**src/axis_settings.svh**
```systemverilog
`ifndef AXIS_SETTINGS_SVH
`define AXIS_SETTINGS_SVH

// ======================================================================
// Stream geometry
// ======================================================================

// Bytes carried per beat
`define AXIS_DATA_BYTES 8

// Sideband routing fields
`define AXIS_ID_WIDTH   4
`define AXIS_DEST_WIDTH 4

// ======================================================================
// Buffer depths
// ======================================================================
`define AXIS_FIFO_DEPTH 16
// Beat capacity of the packet buffer, must be a power of two
`define AXIS_PKT_DEPTH  64

`endif

```
**src/axis_pkg.sv**
```systemverilog
`default_nettype none

`include "axis_settings.svh"

package axis_pkg;

    // ======================================================================
    // Stream beat
    // ======================================================================

    // One AXI4-Stream transfer, carried on every link of the path
    typedef struct packed {
        logic [`AXIS_DATA_BYTES*8-1:0]  tdata;
        logic [`AXIS_DATA_BYTES-1:0]    tkeep;
        logic                           tlast;
        logic [`AXIS_ID_WIDTH-1:0]      tid;
        logic [`AXIS_DEST_WIDTH-1:0]    tdest;
        // Error flag, only meaningful on the last beat of a packet
        logic                           tuser;
    } axis_beat_t;

endpackage

`default_nettype wire

```
**src/axis_fifo_sync.sv**
```systemverilog
`timescale 1ns/1ps
`default_nettype none

`include "axis_settings.svh"

module axis_fifo_sync import axis_pkg::*; #(
    parameter int DEPTH = `AXIS_FIFO_DEPTH
) (
    input  logic       axis_out_if,
    input  logic       rst_n,
    input  axis_beat_t in_beat,
    input  logic       in_valid,
    output logic       in_ready,
    output axis_beat_t out_beat,
    output logic       out_valid,
    input  logic       out_ready
);

    localparam int AW = (DEPTH > 1) ? $clog2(DEPTH) : 1;
    localparam int CW = $clog2(DEPTH + 1);

    axis_beat_t    mem [DEPTH];
    logic [AW-1:0] wr_ptr;
    logic [AW-1:0] rd_ptr;
    logic [AW-1:0] rd_ptr_nxt;
    logic [CW-1:0] count;
    logic          wr_en;
    logic          rd_en;
    logic          full;

    // Circular increment, DEPTH need not be a power of two
    function automatic logic [AW-1:0] ptr_inc(input logic [AW-1:0] ptr);
        return (ptr == AW'(DEPTH - 1)) ? '0 : ptr + 1'b1;
    endfunction

    assign full      = (count == CW'(DEPTH));
    assign in_ready  = !full;
    assign out_valid = (count != '0);

    assign wr_en = in_valid && in_ready;
    assign rd_en = out_valid && out_ready;

    // Address of the entry shown at the output after this edge
    assign rd_ptr_nxt = rd_en ? ptr_inc(rd_ptr) : rd_ptr;

    // ======================================================================
    // Pointers and occupancy
    // ======================================================================
    always_ff @(posedge axis_out_if or negedge rst_n) begin
        if (!rst_n) begin
            wr_ptr <= '0;
            rd_ptr <= '0;
            count  <= '0;
        end else begin
            if (wr_en) begin
                wr_ptr <= ptr_inc(wr_ptr);
            end
            rd_ptr <= rd_ptr_nxt;
            case ({wr_en, rd_en})
                2'b10:   count <= count + 1'b1;
                2'b01:   count <= count - 1'b1;
                default: count <= count;
            endcase
        end
    end

    // ======================================================================
    // Storage and registered read
    // ======================================================================
    always_ff @(posedge axis_out_if) begin
        if (wr_en) begin
            mem[wr_ptr] <= in_beat;
        end
    end

    // A beat written into the slot about to be read bypasses the array
    always_ff @(posedge axis_out_if) begin
        if (wr_en && (wr_ptr == rd_ptr_nxt)) begin
            out_beat <= in_beat;
        end else begin
            out_beat <= mem[rd_ptr_nxt];
        end
    end

    // Occupancy bound
    assert property (@(posedge axis_out_if) disable iff (!rst_n)
        count <= CW'(DEPTH));

    // Full and not read means nothing was written at the edge
    assert property (@(posedge axis_out_if) disable iff (!rst_n)
        full && !rd_en |=> full && $stable(wr_ptr));

endmodule

`default_nettype wire

```
**config.mk**
```make
export PLATFORM = sky130hd
export DESIGN_NAME = axis_fifo_sync
export DESIGN_NICKNAME = d
export VERILOG_FILES = /design/src/axis_pkg.sv /design/src/axis_fifo_sync.sv
export VERILOG_INCLUDE_DIRS = /design/src
export SDC_FILE = /design/constraint.sdc
export NUM_CORES = 1
export LEC_CHECK = 0
export BUFFER_PORTS_ARGS = -buffer_cell sky130_fd_sc_hd__buf_4
export CAP_MARGIN = 20
export CORE_MARGIN = 4
export CORE_UTILIZATION = 50
export DETAILED_ROUTE_END_ITERATION = 12
export PLACE_DENSITY = 0.75
export SKIP_CTS_REPAIR_TIMING = 1
export SLEW_MARGIN = 10
export SYNTH_ARGS = -nofsm -noshare
export SYNTH_HDL_FRONTEND = slang
export SYNTH_SLANG_ARGS = --single-unit
```
**constraint.sdc**
```tcl
create_clock -name axis_out_if -period 4.2 [get_ports axis_out_if]
set_input_delay 0.21 -clock axis_out_if [delete_from_list [all_inputs] [get_ports axis_out_if]]
set_output_delay 0.21 -clock axis_out_if [all_outputs]
set_load 0.1 [all_outputs]
```
==> results of run 1 <==
logic make-up (layout without fill, tap and decap cells):
| kind of cell | Yosys count | count (layout) | share of synthesized area, % |
|---|---|---|---|
| AND/OR/NAND/NOR | 131 | 131 | 1.21 |
| multiplexers | 331 | 331 | 14.8 |
| XOR/XNOR | 7 | 7 | 0.123 |
| other | 0 | 6 | 0 |
| buffers and inverters | 120 | 541 | 1.26 |
| flip-flops | 1329 | 1329 | 79.6 |
| AO/OA/AOI/OAI | 184 | 184 | 2.74 |
| adder cells (fa/ha/maj) | 9 | 9 | 0.225 |
registers in the layout (all words and copies together), names as in the netlist, named ones only:
name	cells
mem	1312
count	5
rd_ptr	4
wr_ptr	4
worst max-delay path, stage by stage (launching register included):
cell	delay [ns]
dfxtp_4	0.90
buf_4	0.50
mux4_2	0.37
a22oi_1	0.44
nand2_1	0.11
buf_4	0.25
synth_stat cells:
library cell	number	area (sq um)
dfrtp_1	13	325
mux2i_1	2	20.0
a32o_1	1	10.0
a311oi_1	1	8.76
a22oi_1	164	1230
a21oi_1	2	10.0
buf_1	27	101
nand2b_1	2	12.5
nor4_1	1	6.26
a21boi_0	1	7.51
nor4bb_1	1	10.0
xor2_1	1	8.76
buf_4	18	135
ha_1	9	113
nor3b_1	2	15.0
buf_2	13	65.1
xnor2_1	6	52.6
or4_1	1	7.51
nand2_1	92	345
and2_1	15	93.8
nor3_1	1	5.00
edfxtp_1	1312	39400
nor2b_1	3	18.8
o21ai_0	7	35.0
o211a_1	1	10.0
and4_1	4	35.0
a32oi_1	1	8.76
clkbuf_1	43	161
and4b_1	1	10.0
inv_1	6	22.5
nand3b_1	1	7.51
a31oi_1	1	6.26
mux4_2	328	7390
buf_6	13	146
o21ai_2	1	8.76
nor4_2	1	12.5
o41ai_1	1	8.76
mux2_2	1	11.3
a21o_1	3	22.5
nor2_1	2	7.51
dfxtp_1	4	80.1
nand3_1	4	20.0
worst paths after layout:
path,startpoint,end
worst max-delay path,register,out_beat[16]
worst min-delay path,in_valid,wr_ptr[1]$_DFFE_PN0P_
worst max register to register,count[1]$_DFFE_PN0P_,mem[7][9]$_DFFE_PP_
worst min register to register,rd_ptr[1]$_DFF_PN0_,rd_ptr[1]$_DFF_PN0_
max in group asynchronous,rst_n,count[0]$_DFFE_PN0P_
min in group asynchronous,rst_n,rd_ptr[1]$_DFF_PN0_
layer usage:
layer  wire [um]  share of wire (%)
met5          13              0.012
met4        2160                2.0
met3        9160                8.3
met2       56300                 51
met1       42700                 39
area by class of cell:
type                            count  area, sq um  share of cell area [%]
Timing Repair Buffer              312         2920                    5.04
Clock inverter                     88          888                    1.53
Sequential cell                  1329        39800                    68.7
Antenna cell                        6         15.0                  0.0259
Multi-Input combinational cell    662         9630                    16.6
Clock buffer                      135         3040                    5.24
Inverter                            6         22.5                  0.0389
Tap cell                         1287         1610                    2.78
power groups by stage:
stage | logic, mW | clock network [mW] | registers [mW]
2_1_floorplan | 11.8 | 0 | 16.3
3_3_place_gp | 15.6 | 0 | 16.5
3_5_place_dp | 15.7 | 0 | 16.6
4_1_cts | 15.8 | 11.0 | 16.3
5_1_grt | 16.4 | 11.6 | 16.4
6_report | 15.7 | 10.8 | 16.3
==> impl_metrics.env, run 1 <==
export IMPL_final_area_sq_mm=0.0579
export IMPL_timing_final_crit_period_ns=3.55
export IMPL_h_tree_depth=3
export IMPL_grt_use_met2_pct=35.2
export IMPL_nFillCells=6639
export IMPL_pre_cts_ws_ns=1.10
export IMPL_rows=115
export IMPL_final_antenna_net_count=0
export IMPL_cts_inserted_buffers=119
export IMPL_syn_to_final_growth_pct=15.9
export IMPL_wl_per_cell_um=28.8
export IMPL_drc=0
export IMPL_arrival_ns=3.34
export IMPL_clock_skew_ns=0.0375
export IMPL_max_freq_mhz=281
export IMPL_grt_busiest_layer="met2"
export IMPL_drv_cap=0
export IMPL_io_pins=170
export IMPL_wl_mm=110
export IMPL_netlist_instances=2111
export IMPL_status="finished clean"
export IMPL_floorplan_initialDensity_pct=50.6
export IMPL_ys_seq_elements=1329
export IMPL_worst_slew_pin_slew_ns=1.06
export IMPL_worst_ep_required_time_ns=3.99
export IMPL_clk_pin_slew_ns=0.06
export IMPL_place_congestion=0.805
export IMPL_drv_slew=0
export IMPL_dp_hpwl_mm=59.3
export IMPL_power_density_mw_per_mm2=740
export IMPL_r2r_cells=7
export IMPL_cts_buffer_depth=3
export IMPL_avgViaCountPerCell=6.20
export IMPL_end_kind="primary output"
export IMPL_dr_pass1_iters=8
export IMPL_antenna_found_initial=8
export IMPL_dpl_cell_area_sq_mm=0.0531
export IMPL_cts_tree="built"
export IMPL_met1_usage_pct=29.3
export IMPL_p_int_mw=26.5
export IMPL_fin_ws_ns=0.645
export IMPL_cts_root_buffer="clkbuf_16"
export IMPL_grt_max_degree=65
export IMPL_numPortBuffers=169
export IMPL_finalHoldViolCount=0
export IMPL_worstHoldPathCells=5
export IMPL_tns_ns=0
export IMPL_drt_initial_drc_count=3004
export IMPL_clock_sinks=1329
export IMPL_grt_pass1_wl_mm=163
export IMPL_power_frac_seq_pct=38.1
export IMPL_swShare_pct=38.1
export IMPL_worst_ir_drop_vdd_uv=716
export IMPL_grt_use_met3_pct=4.56
export IMPL_final_layout_size_suffix_gt1_share_pct=30.0
export IMPL_nNetsFinal=2525
export IMPL_p_leak_nw=18.5
export IMPL_layout_common_cells="edfxtp_1 (1312), mux4_2 (328), buf_4 (198)"
export IMPL_seq_area_frac_synth_pct=79.6
export IMPL_combinationalPowerShare_pct=36.7
export IMPL_dr_total_vias=23696
export IMPL_first_global_vias=24434
export IMPL_gr_total_overflow=0
export IMPL_ys_types=42
export IMPL_post_route_period_util_pct=84.6
export IMPL_core_area_sq_mm=0.0989
export IMPL_avgSynthCellArea_sq_um=23.7
export IMPL_crit_type="register to primary output"
export IMPL_p_sw_mw=16.3
export IMPL_track_usage_pct=21.1
export IMPL_mostFrequentLayoutCell="edfxtp_1"
export IMPL_power_mw=42.8
export IMPL_critPathLaunchType="register"
export IMPL_cp_max_fo=49
export IMPL_ys_warn_count=0
export IMPL_hold_path_class="input port to register"
export IMPL_rsz0062_at_grt="no"
export IMPL_fin_util_pct=58.6
export IMPL_finalSetupViolations=0
export IMPL_die_height_um=324
export IMPL_dieArea_sq_mm=0.105
export IMPL_hold_ws_ns=0.118
export IMPL_netlist_area_sq_mm=0.0500
export IMPL_die_x_um=324
export IMPL_layout_cells_non_filler=3825
export IMPL_rrSetupSlack_ns=0.93
export IMPL_placed_cells=3511
export IMPL_clkLatencyLatePin_ns=0.72
export IMPL_slew_headroom_pct=29.2
export IMPL_clockPowerShare_pct=25.3
export IMPL_syn_nets=2206
Power figures use the tool's default switching activity.
==> inputs of run 2 (changes only) <==
==> constraint.sdc (replaced) <==
create_clock -name axis_out_if -period 3.7 [get_ports axis_out_if]
set_input_delay 0.185 -clock axis_out_if [delete_from_list [all_inputs] [get_ports axis_out_if]]
set_output_delay 0.185 -clock axis_out_if [all_outputs]
set_load 0.1 [all_outputs]
==> run 2 against run 1 <==
Compared with the run above:
- utilization rose by 0.57 points
- critical path depth did not move
- final area rose by 0.97%
- combinational power rose by 14%
- sequential share of layout area fell by 0.66 points
- hold slack got worse by 0.056 ns
- total power rose by 16%
- clock skew fell by 0.023 ns
- critical endpoint is now out_beat[14]
==> impl_metrics.env, run 2 (synthesis gave the netlist of run 1 again) <==
export IMPL_cts_root_buffer="clkbuf_16"
export IMPL_drc=0
export IMPL_dr_pass1_iters=5
export IMPL_grt_max_degree=89
export IMPL_finalSetupViolations=0
export IMPL_antenna_found_initial=9
export IMPL_die_height_um=324
export IMPL_finalHoldViolCount=0
export IMPL_critPathLaunchType="register"
export IMPL_syn_to_final_growth_pct=17.0
export IMPL_grt_pass1_wl_mm=166
export IMPL_largest_reg_flops=1312
export IMPL_clock_sinks=1329
export IMPL_drv_slew=0
export IMPL_arrival_ns=3.09
export IMPL_combinationalPowerShare_pct=36.1
export IMPL_final_antenna_net_count=0
export IMPL_layout_common_cells="edfxtp_1 (1312), mux4_2 (328), buf_4 (189)"
export IMPL_dr_total_vias=23793
export IMPL_timing_final_crit_period_ns=3.28
export IMPL_final_layout_size_suffix_gt1_share_pct=30.1
export IMPL_cts_buffer_depth=3
export IMPL_h_tree_depth=4
export IMPL_wl_mm=113
export IMPL_top_regs="mem (1312), count (5)"
export IMPL_dp_hpwl_mm=57.0
export IMPL_hold_path_class="input port to register"
export IMPL_wl_per_cell_um=29.4
export IMPL_fin_util_pct=59.2
export IMPL_rsz0062_at_grt="no"
export IMPL_power_frac_seq_pct=37.1
export IMPL_worst_slew_pin_slew_ns=0.875
export IMPL_max_freq_mhz=305
export IMPL_p_leak_nw=18.7
export IMPL_gr_total_overflow=0
export IMPL_slew_headroom_pct=41.5
export IMPL_rows=115
export IMPL_p_sw_mw=18.6
export IMPL_cts_tree="built"
export IMPL_end_kind="primary output"
export IMPL_place_congestion=0.773
export IMPL_ff_latch_area_sq_mm=0.0398
export IMPL_status="finished clean"
export IMPL_clock_skew_ns=0.0147
export IMPL_track_usage_pct=21.8
export IMPL_numPortBuffers=169
export IMPL_clockPowerShare_pct=26.7
export IMPL_avgViaCountPerCell=6.20
export IMPL_power_density_mw_per_mm2=848
export IMPL_drt_initial_drc_count=3246
export IMPL_worst_ir_drop_vdd_uv=647
export IMPL_mostFrequentLayoutCell="edfxtp_1"
export IMPL_clk_pin_slew_ns=0.06
export IMPL_top_register="mem"
export IMPL_clkLatencyLatePin_ns=0.73
export IMPL_multi_input_area_sq_mm=0.00963
export IMPL_first_global_vias=24892
export IMPL_nNetsFinal=2541
export IMPL_nFillCells=6626
export IMPL_die_x_um=324
export IMPL_core_area_sq_mm=0.0989
export IMPL_drv_cap=0
export IMPL_cts_inserted_buffers=131
export IMPL_cp_max_fo=86
export IMPL_worst_ep_required_time_ns=3.51
export IMPL_post_route_period_util_pct=88.6
export IMPL_crit_type="register to primary output"
export IMPL_floorplan_initialDensity_pct=50.6
export IMPL_dieArea_sq_mm=0.105
export IMPL_tns_ns=0
export IMPL_p_int_mw=31.0
export IMPL_io_pins=170
export IMPL_swShare_pct=37.5
run 2: cell count changes in the layout (fill, tap and decap cells not counted), moves of 2 or more:
| cell | delta |
|---|---|
| clkbuf_16 | +17 |
| clkinv_2 | -14 |
| buf_12 | +13 |
| buf_4 | -9 |
| clkinv_1 | +4 |
| clkinv_16 | -3 |
| clkbuf_1 | +2 |
| clkinvlp_4 | -2 |
| inv_16 | +2 |
| inv_6 | +2 |
run 2: through the flow:
stage | cell area (sq um) | instances | hold WS, ns | setup WS, ns | total power, mW
2_1_floorplan | 50000 | 2111 | -0.111 | 0.0984 | 31.9
3_3_place_gp | 53300 | 3515 | 0.0375 | 0.849 | 36.3
3_5_place_dp | 53300 | 3515 | 0.0428 | 0.627 | 36.6
4_1_cts | 57600 | 3747 | -0.744 | 0.313 | 49.9
5_1_grt | 58500 | 3832 | 0.0441 | 0.248 | 51.4
6_report | 58500 | 3839 | 0.0623 | 0.421 | 49.6
run 2: path summary, 6_finish.rpt:
| kind | from | endpoint | slack [ns] | cells after the start |
|---|---|---|---|---|
| max in group asynchronous | rst_n | rd_ptr[0]$_DFF_PN0_ | 2.73 | 3 |
| hold reg to reg | rd_ptr[3]$_DFF_PN0_ | rd_ptr[3]$_DFF_PN0_ | 0.54 | 1 |
| setup / recovery | register | out_beat[14] | 0.42 | 5 |
| setup reg to reg | count[1]$_DFFE_PN0P_ | count[4]$_DFFE_PN0P_ | 0.50 | 11 |
| hold / removal | in_valid | wr_ptr[2]$_DFFE_PN0P_ | 0.06 | 5 |
| min in group asynchronous | rst_n | count[3]$_DFFE_PN0P_ | 0.56 | 3 |
run 2: power by group through the flow:
stage,combinational (mW),clock [mW],sequential [mW]
final,17.9,13.3,18.4
after detailed placement,17.9,0,18.7
after global routing,18.7,14.2,18.5
after floorplan,13.4,0,18.5
after global placement,17.7,0,18.6
after CTS,18.0,13.5,18.4
run 2: worst max-delay path: stages, from the launching register on:
cell	delay, ns
dfxtp_4	0.43
buf_12	0.53
mux4_2	0.64
a22oi_1	0.34
nand2_1	0.09
buf_4	0.25
run 2: routing by layer:
| layer | vias up | share of wire (%) | track usage [%] |
|---|---|---|---|
| met5 | - | 0.036 | 0 |
| met4 | 8 | 1.9 | 6.74 |
| met3 | 168 | 8.5 | 4.93 |
| met2 | 1134 | 50 | 35.1 |
| met1 | 12731 | 39 | 30.3 |
| li1 | 9752 | - | - |
run 2: cell type report:
cell class	count	area share (%)
well taps	1287	2.75
inverters	6	0.0385
diodes	7	0.0299
clock inverters	78	1.40
repair buffers	316	5.32
clock buffers	154	5.93
multi-input cells	662	16.5
flip-flops and latches	1329	68.1
