$ cat src/axis_settings.svh
`ifndef AXIS_SETTINGS_SVH
`define AXIS_SETTINGS_SVH

// ======================================================================
// Stream geometry
// ======================================================================

// Bytes carried per beat
`define AXIS_DATA_BYTES 8

// Sideband routing fields
`define AXIS_ID_WIDTH   4
`define AXIS_DEST_WIDTH 4

// ======================================================================
// Buffer depths
// ======================================================================
`define AXIS_FIFO_DEPTH 16
// Beat capacity of the packet buffer, must be a power of two
`define AXIS_PKT_DEPTH  64

`endif

$ cat src/axis_pkg.sv
`default_nettype none

`include "axis_settings.svh"

package axis_pkg;

    // ======================================================================
    // Stream beat
    // ======================================================================

    // One AXI4-Stream transfer, carried on every link of the path
    typedef struct packed {
        logic [`AXIS_DATA_BYTES*8-1:0]  tdata;
        logic [`AXIS_DATA_BYTES-1:0]    tkeep;
        logic                           tlast;
        logic [`AXIS_ID_WIDTH-1:0]      tid;
        logic [`AXIS_DEST_WIDTH-1:0]    tdest;
        // Error flag, only meaningful on the last beat of a packet
        logic                           tuser;
    } axis_beat_t;

endpackage

`default_nettype wire

$ cat src/axis_full_pipe.sv
`timescale 1ns/1ps
`default_nettype none

`include "axis_settings.svh"

module axis_full_pipe import axis_pkg::*; (
    input  logic       axis_out_if,
    input  logic       rst_n,
    input  axis_beat_t in_beat,
    input  logic       in_valid,
    output logic       in_ready,
    output axis_beat_t out_beat,
    output logic       out_valid,
    input  logic       out_ready
);

    axis_beat_t skid_beat;
    logic       skid_valid;
    logic       in_xfer;
    logic       out_free;
    logic       load_out;
    logic       load_skid;

    assign in_xfer  = in_valid && in_ready;
    // Output register can take a new beat this cycle
    assign out_free = !out_valid || out_ready;

    assign load_out  = out_free && (skid_valid || in_xfer);
    // Beat accepted while the output is stalled lands in the skid register
    assign load_skid = !out_free && in_xfer;

    // ======================================================================
    // Control flops
    // ======================================================================
    always_ff @(posedge axis_out_if or negedge rst_n) begin
        if (!rst_n) begin
            out_valid  <= 1'b0;
            skid_valid <= 1'b0;
            in_ready   <= 1'b1;
        end else if (out_free) begin
            // Skid content drains first, input is blocked while it is full
            out_valid  <= skid_valid || in_xfer;
            skid_valid <= 1'b0;
            in_ready   <= 1'b1;
        end else if (in_xfer) begin
            skid_valid <= 1'b1;
            in_ready   <= 1'b0;
        end
    end

    // Payload registers
    always_ff @(posedge axis_out_if) begin
        if (load_out) begin
            out_beat <= skid_valid ? skid_beat : in_beat;
        end
        if (load_skid) begin
            skid_beat <= in_beat;
        end
    end

    // ======================================================================
    // Checks
    // ======================================================================

    // Stalled output holds its beat until the transfer
    assert property (@(posedge axis_out_if) disable iff (!rst_n)
        out_valid && !out_ready |=> out_valid && $stable(out_beat));

endmodule

`default_nettype wire

$ cat config.mk
export PLATFORM = sky130hd
export DESIGN_NAME = axis_full_pipe
export DESIGN_NICKNAME = d
export VERILOG_FILES = /design/src/axis_pkg.sv /design/src/axis_full_pipe.sv
export VERILOG_INCLUDE_DIRS = /design/src
export SDC_FILE = /design/constraint.sdc
export NUM_CORES = 1
export LEC_CHECK = 0
export BUFFER_PORTS_ARGS = -buffer_cell sky130_fd_sc_hd__buf_2
export CAP_MARGIN = 20
export CORE_ASPECT_RATIO = 0.8
export CORE_MARGIN = 2
export CORE_UTILIZATION = 50
export CTS_BUF_LIST = sky130_fd_sc_hd__clkbuf_4 sky130_fd_sc_hd__clkbuf_8 sky130_fd_sc_hd__clkbuf_16
export CTS_CLUSTER_DIAMETER = 120
export DETAILED_ROUTE_END_ITERATION = 10
export PLACE_DENSITY_LB_ADDON = 0.08
export SYNTH_ARGS = -nofsm -noshare
export SYNTH_HDL_FRONTEND = slang
export SYNTH_SLANG_ARGS = --single-unit
export TNS_END_PERCENT = 5
$ cat constraint.sdc
create_clock -name axis_out_if -period 5.8 [get_ports axis_out_if]
set_clock_uncertainty 0.05 [all_clocks]
set_input_delay 0.58 -clock axis_out_if [delete_from_list [all_inputs] [get_ports axis_out_if]]
set_output_delay 0.58 -clock axis_out_if [all_outputs]
set_load 0.005 [all_outputs]
==> results of run 1 <==
flip-flops by register name, summed over array words and instances (netlist names):
register and flops:
in_ready 1, skid_beat 82, out_valid 1, skid_valid 1
out_beat 82
cells by family (layout without fill, tap and decap cells):
logic type / Yosys count / after routing / synth area share (%)
buffers and inverters: 10 / 204 / 1.56
DFF: 167 / 167 / 79.1
muxes: 82 / 82 / 18.7
and+or+nand+nor: 6 / 6 / 0.475
AOI/OAI and AO/OA: 2 / 2 / 0.158
Yosys cell counts:
master / n / area share [%]
a21oi_1: 1 / 0.079
and3_1: 1 / 0.099
buf_2: 1 / 0.079
buf_6: 8 / 1.4
dfrtp_1: 2 / 0.79
dfstp_2: 1 / 0.42
edfxtp_1: 164 / 78
inv_1: 1 / 0.059
mux2_2: 13 / 2.3
mux2_4: 69 / 16
nand2_1: 1 / 0.059
nand2b_1: 1 / 0.099
nor2_1: 2 / 0.12
nor2b_1: 1 / 0.099
o21ai_0: 1 / 0.079
what timing repair did:
| item | 4_1_cts | 5_1_grt |
|---|---|---|
| endpoints found under the hold margin | 2 | 0 |
| setup buffers | 0 | 0 |
| hold buffers | 1 | 0 |
report_power, final:
group          internal [W]  total, W  switching [W]
Combinational      0.000154  0.000285       0.000131
Clock              0.000541  0.000951       0.000409
Sequential          0.00145   0.00148      0.0000294
Total               0.00214   0.00271       0.000569
cells in the final DEF (no fill, tap or decap):
master	count
mux2_2	13
nand2b_1	1
inv_1	1
nor2_1	1
buf_4	2
nor2b_1	1
buf_16	1
mux2_4	69
clkbuf_4	3
buf_12	1
nand2_1	1
dfrtp_1	1
a21oi_1	1
clkinv_2	4
edfxtp_1	164
buf_2	169
dfrtp_4	1
clkinv_1	5
clkbuf_16	17
nor2_4	1
dlygate4sd3_1	1
and3_4	1
dfstp_2	1
o21ai_0	1
worst reg2reg max path, delay by kind of cell, from the launching register on:
| kind | cells | cell delay (ps) |
|---|---|---|
| buffers and inverters | 1 | 910 |
| muxes | 1 | 450 |
| DFF | 1 | 670 |
final cells by class:
| class | instances | area (um^2) | area share [%] |
|---|---|---|---|
| clock buffer | 20 | 448 | 5.70 |
| clock inverter | 9 | 38.8 | 0.493 |
| inverter | 1 | 3.75 | 0.0477 |
| multi-input combinational | 90 | 1230 | 15.7 |
| sequential | 167 | 5000 | 63.7 |
| tap | 171 | 214 | 2.72 |
| timing repair buffer | 174 | 918 | 11.7 |
per-stage QoR:
stage | worst slack (ps) | utilization [%] | total power, W | hold slack, ps
after global routing | 3340 | 64.2 | 0.00282 | 273
after CTS | 3430 | 63.8 | 0.00273 | 271
after detailed placement | 3360 | 59.7 | 0.00179 | 328
final | 3480 | 64.2 | 0.00271 | 294
after global placement | 3370 | 59.7 | 0.00178 | 327
after floorplan | 1050 | - | 0.00167 | 234
routing by layer:
layer	vias to the layer above	GRT usage, %	wire, um
met3	17	7.07	871
met2	114	23.6	5010
met1	1485	21.2	4640
met5	-	0	0
met4	0	7.99	201
li1	1431	-	-
worst min-delay path by stage:
stage | startpoint | endpoint | slack (ps) | cells past startpoint
global placement | rst_n | out_valid$_DFFE_PN0P_ | 330 | 1
finish | in_beat[59] | skid_beat[59]$_DFFE_PP_ | 290 | 1
detailed placement | rst_n | out_valid$_DFFE_PN0P_ | 330 | 1
global route | in_beat[59] | skid_beat[59]$_DFFE_PP_ | 270 | 1
CTS | in_valid | in_ready$_DFFE_PN1P_ | 270 | 2
floorplan | rst_n | out_valid$_DFFE_PN0P_ | 230 | 0
==> metrics.txt, run 1 <==
synthesized area per cell 23.7 um^2; Core Rows 36; ratio of cells with drive above 1 in the final layout 61.4%; Pre-antenna DRT Iters 4; Fin. Hold Viols 0; Yosys reg bits 167; vias in the first global route 3026; grt total ovfl 0; Reg-to-Reg Start skid_valid$_DFFE_PN0P_; die extent in x 130 um; crit path launch skid_valid$_DFFE_PN0P_; R2R setup slack 3480 ps; initial core utilization 51.6%; RSZ-0062 raised after global routing false; GRT Overall Usage 16.3%; WP depth 2; CP cell instances buf_4, mux2_2; Tmin final 2320 ps; Seq/Total Area, Yosys 79.1%; Critical R2R Capture out_beat[0]$_DFFE_PP_; Pins Over Slew Limit 0; Syn Inst Count 267; area growth from synthesis to layout 24.4%; end point of the critical path out_beat[0]$_DFFE_PP_; max frequency 431 MHz; IO Count 170; Worst EP arrival 2440 ps; Hold Crit Class in -> reg; CP delay by family, top buffers and inverters; crit end category flop; FILL cells 925; diode count 0; nature of the critical path startpoint flop; largest net degree at the start of global routing 83; Clk Latency, worst-skew pair 420 ps; final antenna-violating net count 0; GPL Wtd Cong 0.718; Worst-Margin Slew 1090 ps; setup TNS 0 ps; first-pass GRT wire length 16200 um; run status complete, no violations; Worst-path clk slew 60 ps; core area 0.0123 mm^2; distinct cell type count after synthesis 15; post-cts resize count 0; final instance area 0.00786 mm^2; CP max FO 61; Worst R2R Path Depth 2; PwrDens 345 mW/mm^2; Vias 3047; hpwl dp 6700 um; Inserted Clock Buffers 17; Longest Clk Path Bufs 2; final wirelength 10700 um; Detailed Route Iter0 Violations 247; Root Buffer clkbuf_16; WL/cell 17.0 um; vias per std cell 4.82; Pleak 3.09 nW; Die H 105 um; Max Cap Viol 0; placed inst area 0.00732 mm^2; YS warnings 0; H-tree Lvls 4; port bufs 169; initial antenna violation count 0; WP buf/inv 1; worst path required time 5920 ps; total die area 0.0136 mm^2; final worst path period share 40.0%; # clock sinks 167; CTS tree yes; drt drc 0; Final setup viols 0; max incr delay on CP 910 ps; Rel. slew slack 27.1%; CP max stage cell buf_4; synthesized area 0.00632 mm^2; Final #Nets 537; Max rail drop VDD 0.000228 V; dpl cells 600; syn nets 353; fin cells 632; CP Class reg -> reg
No activity file was read; power rests on OpenSTA's default activity.
==> run 2, diff against run 1 <==
Clock period 5.8 ns to 2.3 ns, I/O delays scaled along.
==> metrics.txt, run 2 (synthesized netlist as in run 1, its figures left out) <==
ratio of cells with drive above 1 in the final layout 52.4% (-9.0 points); Inserted Clock Buffers 17 (unchanged); final antenna-violating net count 0 (unchanged); Max Cap Viol 0 (unchanged); area growth from synthesis to layout 38.6%; GPL Wtd Cong 0.717 (-0.14%); GRT Overall Usage 17.8% (+1.5 points); # clock sinks 167 (unchanged); IO Count 170 (unchanged); diode count 0 (unchanged); hpwl dp 6800 um (+1.4%); max frequency 556 MHz (+29%); vias in the first global route 3470 (+15%); grt total ovfl 0 (unchanged); worst path required time 2360 ps (-3560 ps); H-tree Lvls 4 (unchanged); Fin. Hold Viols 0 (unchanged); post-cts resize count 0 (unchanged); vias per std cell 4.67 (-3.2%); Final #Nets 621 (+16%); FILL cells 812 (-12%); Clk Latency, worst-skew pair 420 ps (about the same); total die area 0.0136 mm^2 (unchanged); final instance area 0.00876 mm^2 (+11%); Worst-path clk slew 60 ps (about the same); initial core utilization 51.6% (unchanged); Root Buffer clkbuf_16; Longest Clk Path Bufs 2 (unchanged); final worst path period share 78.1% (+38 points); largest net degree at the start of global routing 83 (unchanged); commonest cells after routing, fill and taps aside buf_2, edfxtp_1, dlygate4sd3_1, mux2_4, clkbuf_16; Largest regs out_beat (82), skid_beat (82); CTS tree yes; Vias 3347 (+9.8%); most common cell after layout, fill and taps aside buf_2; run status complete, no violations; Pleak 3.46 nW (+12%); Max rail drop VDD 0.000853 V (+270%); Rel. slew slack 67.0% (+40 points); drt drc 0 (unchanged); die extent in x 130 um (unchanged); initial antenna violation count 0 (unchanged); PwrDens 811 mW/mm^2 (+140%); Die H 105 um (unchanged); Pins Over Slew Limit 0 (unchanged); CP Class reg -> reg; Core Rows 36 (unchanged); Pre-antenna DRT Iters 4 (unchanged); Final setup viols 0 (unchanged); Hold Crit Class in -> reg; setup TNS 0 ps (unchanged); core area 0.0123 mm^2 (unchanged); final wirelength 11600 um (+7.9%); placed inst area 0.00740 mm^2 (+1.1%); WL/cell 16.1 um (-4.9%); Worst EP arrival 1860 ps (-580 ps); port bufs 169 (unchanged); Detailed Route Iter0 Violations 220 (-11%); nature of the critical path startpoint flop; RSZ-0062 raised after global routing false; crit end category flop; Worst-Margin Slew 495 ps (-599 ps); Tmin final 1800 ps (-524 ps); CP max FO 33 (-46%); first-pass GRT wire length 17900 um (+11%)
run 2: worst max-delay path, stage by stage (launching register included):
cell     delay (ps)
dfrtp_1         360
nor2b_1         340
and3_4          460
buf_12          270
run 2: area by class of cell:
cell class                      count  area (um^2)  share of cell area (%)
Tap cell                          171          214                    2.44
Multi-Input combinational cell     90         1250                    14.2
Inverter                            1         3.75                  0.0428
Sequential cell                   167         5000                    57.1
Clock buffer                       22          463                    5.28
Timing Repair Buffer              258         1770                    20.2
Clock inverter                      8         58.8                   0.671
run 2: report_power, final:
part | leakage, nW | internal (W) | switching (W) | total, W
logic | 1.63 | 0.000481 | 0.000371 | 0.000852
registers | 1.57 | 0.00365 | 0.0000608 | 0.00371
clock network | 0.262 | 0.00151 | 0.00104 | 0.00255
run 2: layer usage:
layer	part of all wire, %	global-route usage [%]	vias to the layer above	wire [um]
met3	7.1	6.91	13	817
met4	1.5	7.14	0	176
met5	0	0	-	0
met1	44	22.6	1626	5130
li1	-	-	1598	-
met2	47	27.7	110	5450
run 2: through the flow:
| stage | setup slack [ps] | hold WS [ps] | std cells | power (W) | util (%) |
|---|---|---|---|---|---|
| 2_1_floorplan | -55.7 | -116 | 267 | 0.00420 | - |
| 3_3_place_gp | 605 | -24.0 | 603 | 0.00451 | 60.4 |
| 3_5_place_dp | 527 | -21.3 | 603 | 0.00452 | 60.4 |
| 4_1_cts | 508 | 13.0 | 717 | 0.00719 | 71.5 |
| 5_1_grt | 417 | 44.4 | 717 | 0.00738 | 71.5 |
| 6_report | 503 | 37.5 | 717 | 0.00711 | 71.5 |
run 2: worst paths after layout:
| check | startpoint | endpoint | slack [ps] | cells past startpoint |
|---|---|---|---|---|
| setup reg to reg | out_valid$_DFFE_PN0P_ | skid_beat[26]$_DFFE_PP_ | 500 | 3 |
| max in group asynchronous | rst_n | in_ready$_DFFE_PN1P_ | 1900 | 2 |
| setup / recovery | out_valid$_DFFE_PN0P_ | skid_beat[26]$_DFFE_PP_ | 500 | 3 |
| hold reg to reg | in_ready$_DFFE_PN1P_ | in_ready$_DFFE_PN1P_ | 470 | 2 |
| min in group asynchronous | rst_n | skid_valid$_DFFE_PN0P_ | 100 | 2 |
| hold / removal | out_ready | skid_valid$_DFFE_PN0P_ | 40 | 3 |
run 2: repair_timing:
item / in CTS / in global routing
buffers inserted: 0 / 0
setup endpoints to repair: 0 / 0
endpoints found under the hold margin: 86 / 0
hold buffers: 84 / 0
==> run 3, diff against run 2 <==
Settings changed: CORE_UTILIZATION 50 to 47.
Clock period 2.3 ns to 1.6 ns, I/O delays scaled along.
==> metrics.txt, run 3 (synthesized netlist as in run 1, its figures left out) <==
run status complete, no violations; vias per std cell 4.60 (-1.4%); max incr delay on CP 580 ps (+120 ps); Pins Over Slew Limit 0 (unchanged); GR peak layer met2; M3 GR Usage 7.02% (+0.10 points); Inserted Clock Buffers 17 (unchanged); H-tree Lvls 4 (unchanged); Final setup viols 0 (unchanged); total die area 0.0144 mm^2 (+6.2%); CP cell instances a21oi_4, nor2_4, buf_12; core area 0.0130 mm^2 (+6.2%); max frequency 671 MHz (+21%); WL/cell 16.1 um (about the same); initial core utilization 48.6% (-3.0 points); hpwl dp 7280 um (+7.1%); Rel. slew slack 79.3% (+12 points); Longest Clk Path Bufs 2 (unchanged); diode count 0 (unchanged); most common cell after layout, fill and taps aside buf_2; Worst EP arrival 1530 ps (-330 ps); grt total ovfl 0 (unchanged); Largest regs out_beat (82), skid_beat (82); Max rail drop VDD 0.00103 V (+20%); final antenna-violating net count 0 (unchanged); GRT Overall Usage 17.2% (-0.65 points); postcts setup bufs 0 (unchanged); Max Cap Viol 0 (unchanged); commonest cells after routing, fill and taps aside buf_2, edfxtp_1, dlygate4sd3_1, mux2_4, clkbuf_16; CP max stage cell dfstp_2; final worst path period share 93.2% (+15 points); largest net degree at the start of global routing 57 (-31%); initial antenna violation count 0 (unchanged); PwrDens 1170 mW/mm^2 (+44%); CP max FO 56 (+70%); vias in the first global route 3570 (+2.9%); area growth from synthesis to layout 40.6%; RSZ-0062 raised after global routing false; Worst-Margin Slew 310 ps (-185 ps); Hold Crit Class in -> async; Fin. Hold Viols 0 (unchanged); # clock sinks 167 (unchanged); pre-CTS setup slack 45.7 ps (-482 ps); Pwr Total 0.0104 W (+46%); Core Rows 37 (+2.8%); crit end category flop; placed inst area 0.00747 mm^2 (+0.91%); ratio of cells with drive above 1 in the final layout 52.8% (+0.41 points); nature of the critical path startpoint flop; Clk Latency, worst-skew pair 420 ps (about the same); Fin Hold WS 181 ps (+143 ps); Final #Nets 629 (+1.3%); final wirelength 11800 um (+1.8%); GPL Wtd Cong 0.729 (+1.7%); Pleak 3.51 nW (+1.4%); IO Count 170 (unchanged); Detailed Route Iter0 Violations 223 (+1.4%); Vias 3359 (+0.36%); final instance area 0.00889 mm^2 (+1.4%); first-pass GRT wire length 18400 um (+3.0%); Die H 108 um (+3.0%); CTS tree yes; drt drc 0 (unchanged); grt met2 use 27.2% (-0.50 points); die extent in x 134 um (+3.0%); port bufs 169 (unchanged); Pre-antenna DRT Iters 4 (unchanged); Worst-path clk slew 60 ps (about the same); met1 Track Usage GR 21.5% (-1.1 points); Root Buffer clkbuf_16; worst path required time 1640 ps (-720 ps); Tmin final 1490 ps (-307 ps); setup ws final 109 ps (-393 ps); CP Class reg -> reg
[run 3: changes by cell type in the layout (fill, tap and decap cells not counted)]
cell / delta
buf_4: +3
dlygate4sd3_1: +3
clkinv_2: +2
bufinv_16: +1
nor2b_1: -1
buf_12: +2
clkinvlp_4: +2
nor2b_2: +1
clkbuf_4: -4
[run 3: layer usage]
metal	vias up	share of wire (%)	wire, um
met5	-	0	0
met4	0	1.2	136
met3	11	7.4	870
met2	119	47	5570
met1	1618	44	5200
li1	1611	-	-
[run 3: layout make-up]
| class | count | area [um^2] |
|---|---|---|
| Clock buffer | 18 | 433 |
| Clock inverter | 13 | 114 |
| Fill cell | 900 | 4120 |
| Inverter | 1 | 3.75 |
| Multi-Input combinational cell | 90 | 1250 |
| Sequential cell | 167 | 5000 |
| Tap cell | 175 | 219 |
| Timing Repair Buffer | 266 | 1870 |
[run 3: repair_timing]
action,4_1_cts,5_1_grt
hold buffers,87,0
gates resized for setup,0,1
endpoints found under the setup margin,0,83
hold endpoints to repair,146,0
[run 3: power by group]
group	internal (W)	total, W	leakage [nW]	switching (W)
sequential	0.00524	0.00534	1.57	0.0000903
combinational	0.000726	0.00126	1.68	0.000536
clock	0.00226	0.00381	0.266	0.00155
[run 3: final timing paths]
check	end	depth (start not counted)	start	slack, ps
setup / recovery	out_beat[25]$_DFFE_PP_	3	in_ready$_DFFE_PN1P_	110
hold / removal	in_ready$_DFFE_PN1P_	2	rst_n	180
setup reg to reg	out_beat[25]$_DFFE_PP_	3	in_ready$_DFFE_PN1P_	110
hold reg to reg	out_valid$_DFFE_PN0P_	2	out_valid$_DFFE_PN0P_	470
max in group asynchronous	skid_valid$_DFFE_PN0P_	3	rst_n	770
min in group axis_out_if	skid_beat[74]$_DFFE_PP_	2	in_beat[74]	410
[run 3: metrics by stage]
stage	setup TNS (ps)	instances	utilization, %
2_1_floorplan	-112220	267	-
3_3_place_gp	0	612	57.4
3_5_place_dp	0	612	57.4
4_1_cts	0	730	68.3
5_1_grt	0	730	68.3
6_report	0	730	68.3
[run 3: worst max-delay path, delay by kind of cell, from the launching register on]
family	cells	cell delay, ps
AO/OA/AOI/OAI	1	80
AND/OR/NAND/NOR	1	130
buffers and inverters	1	300
flip-flops	1	580
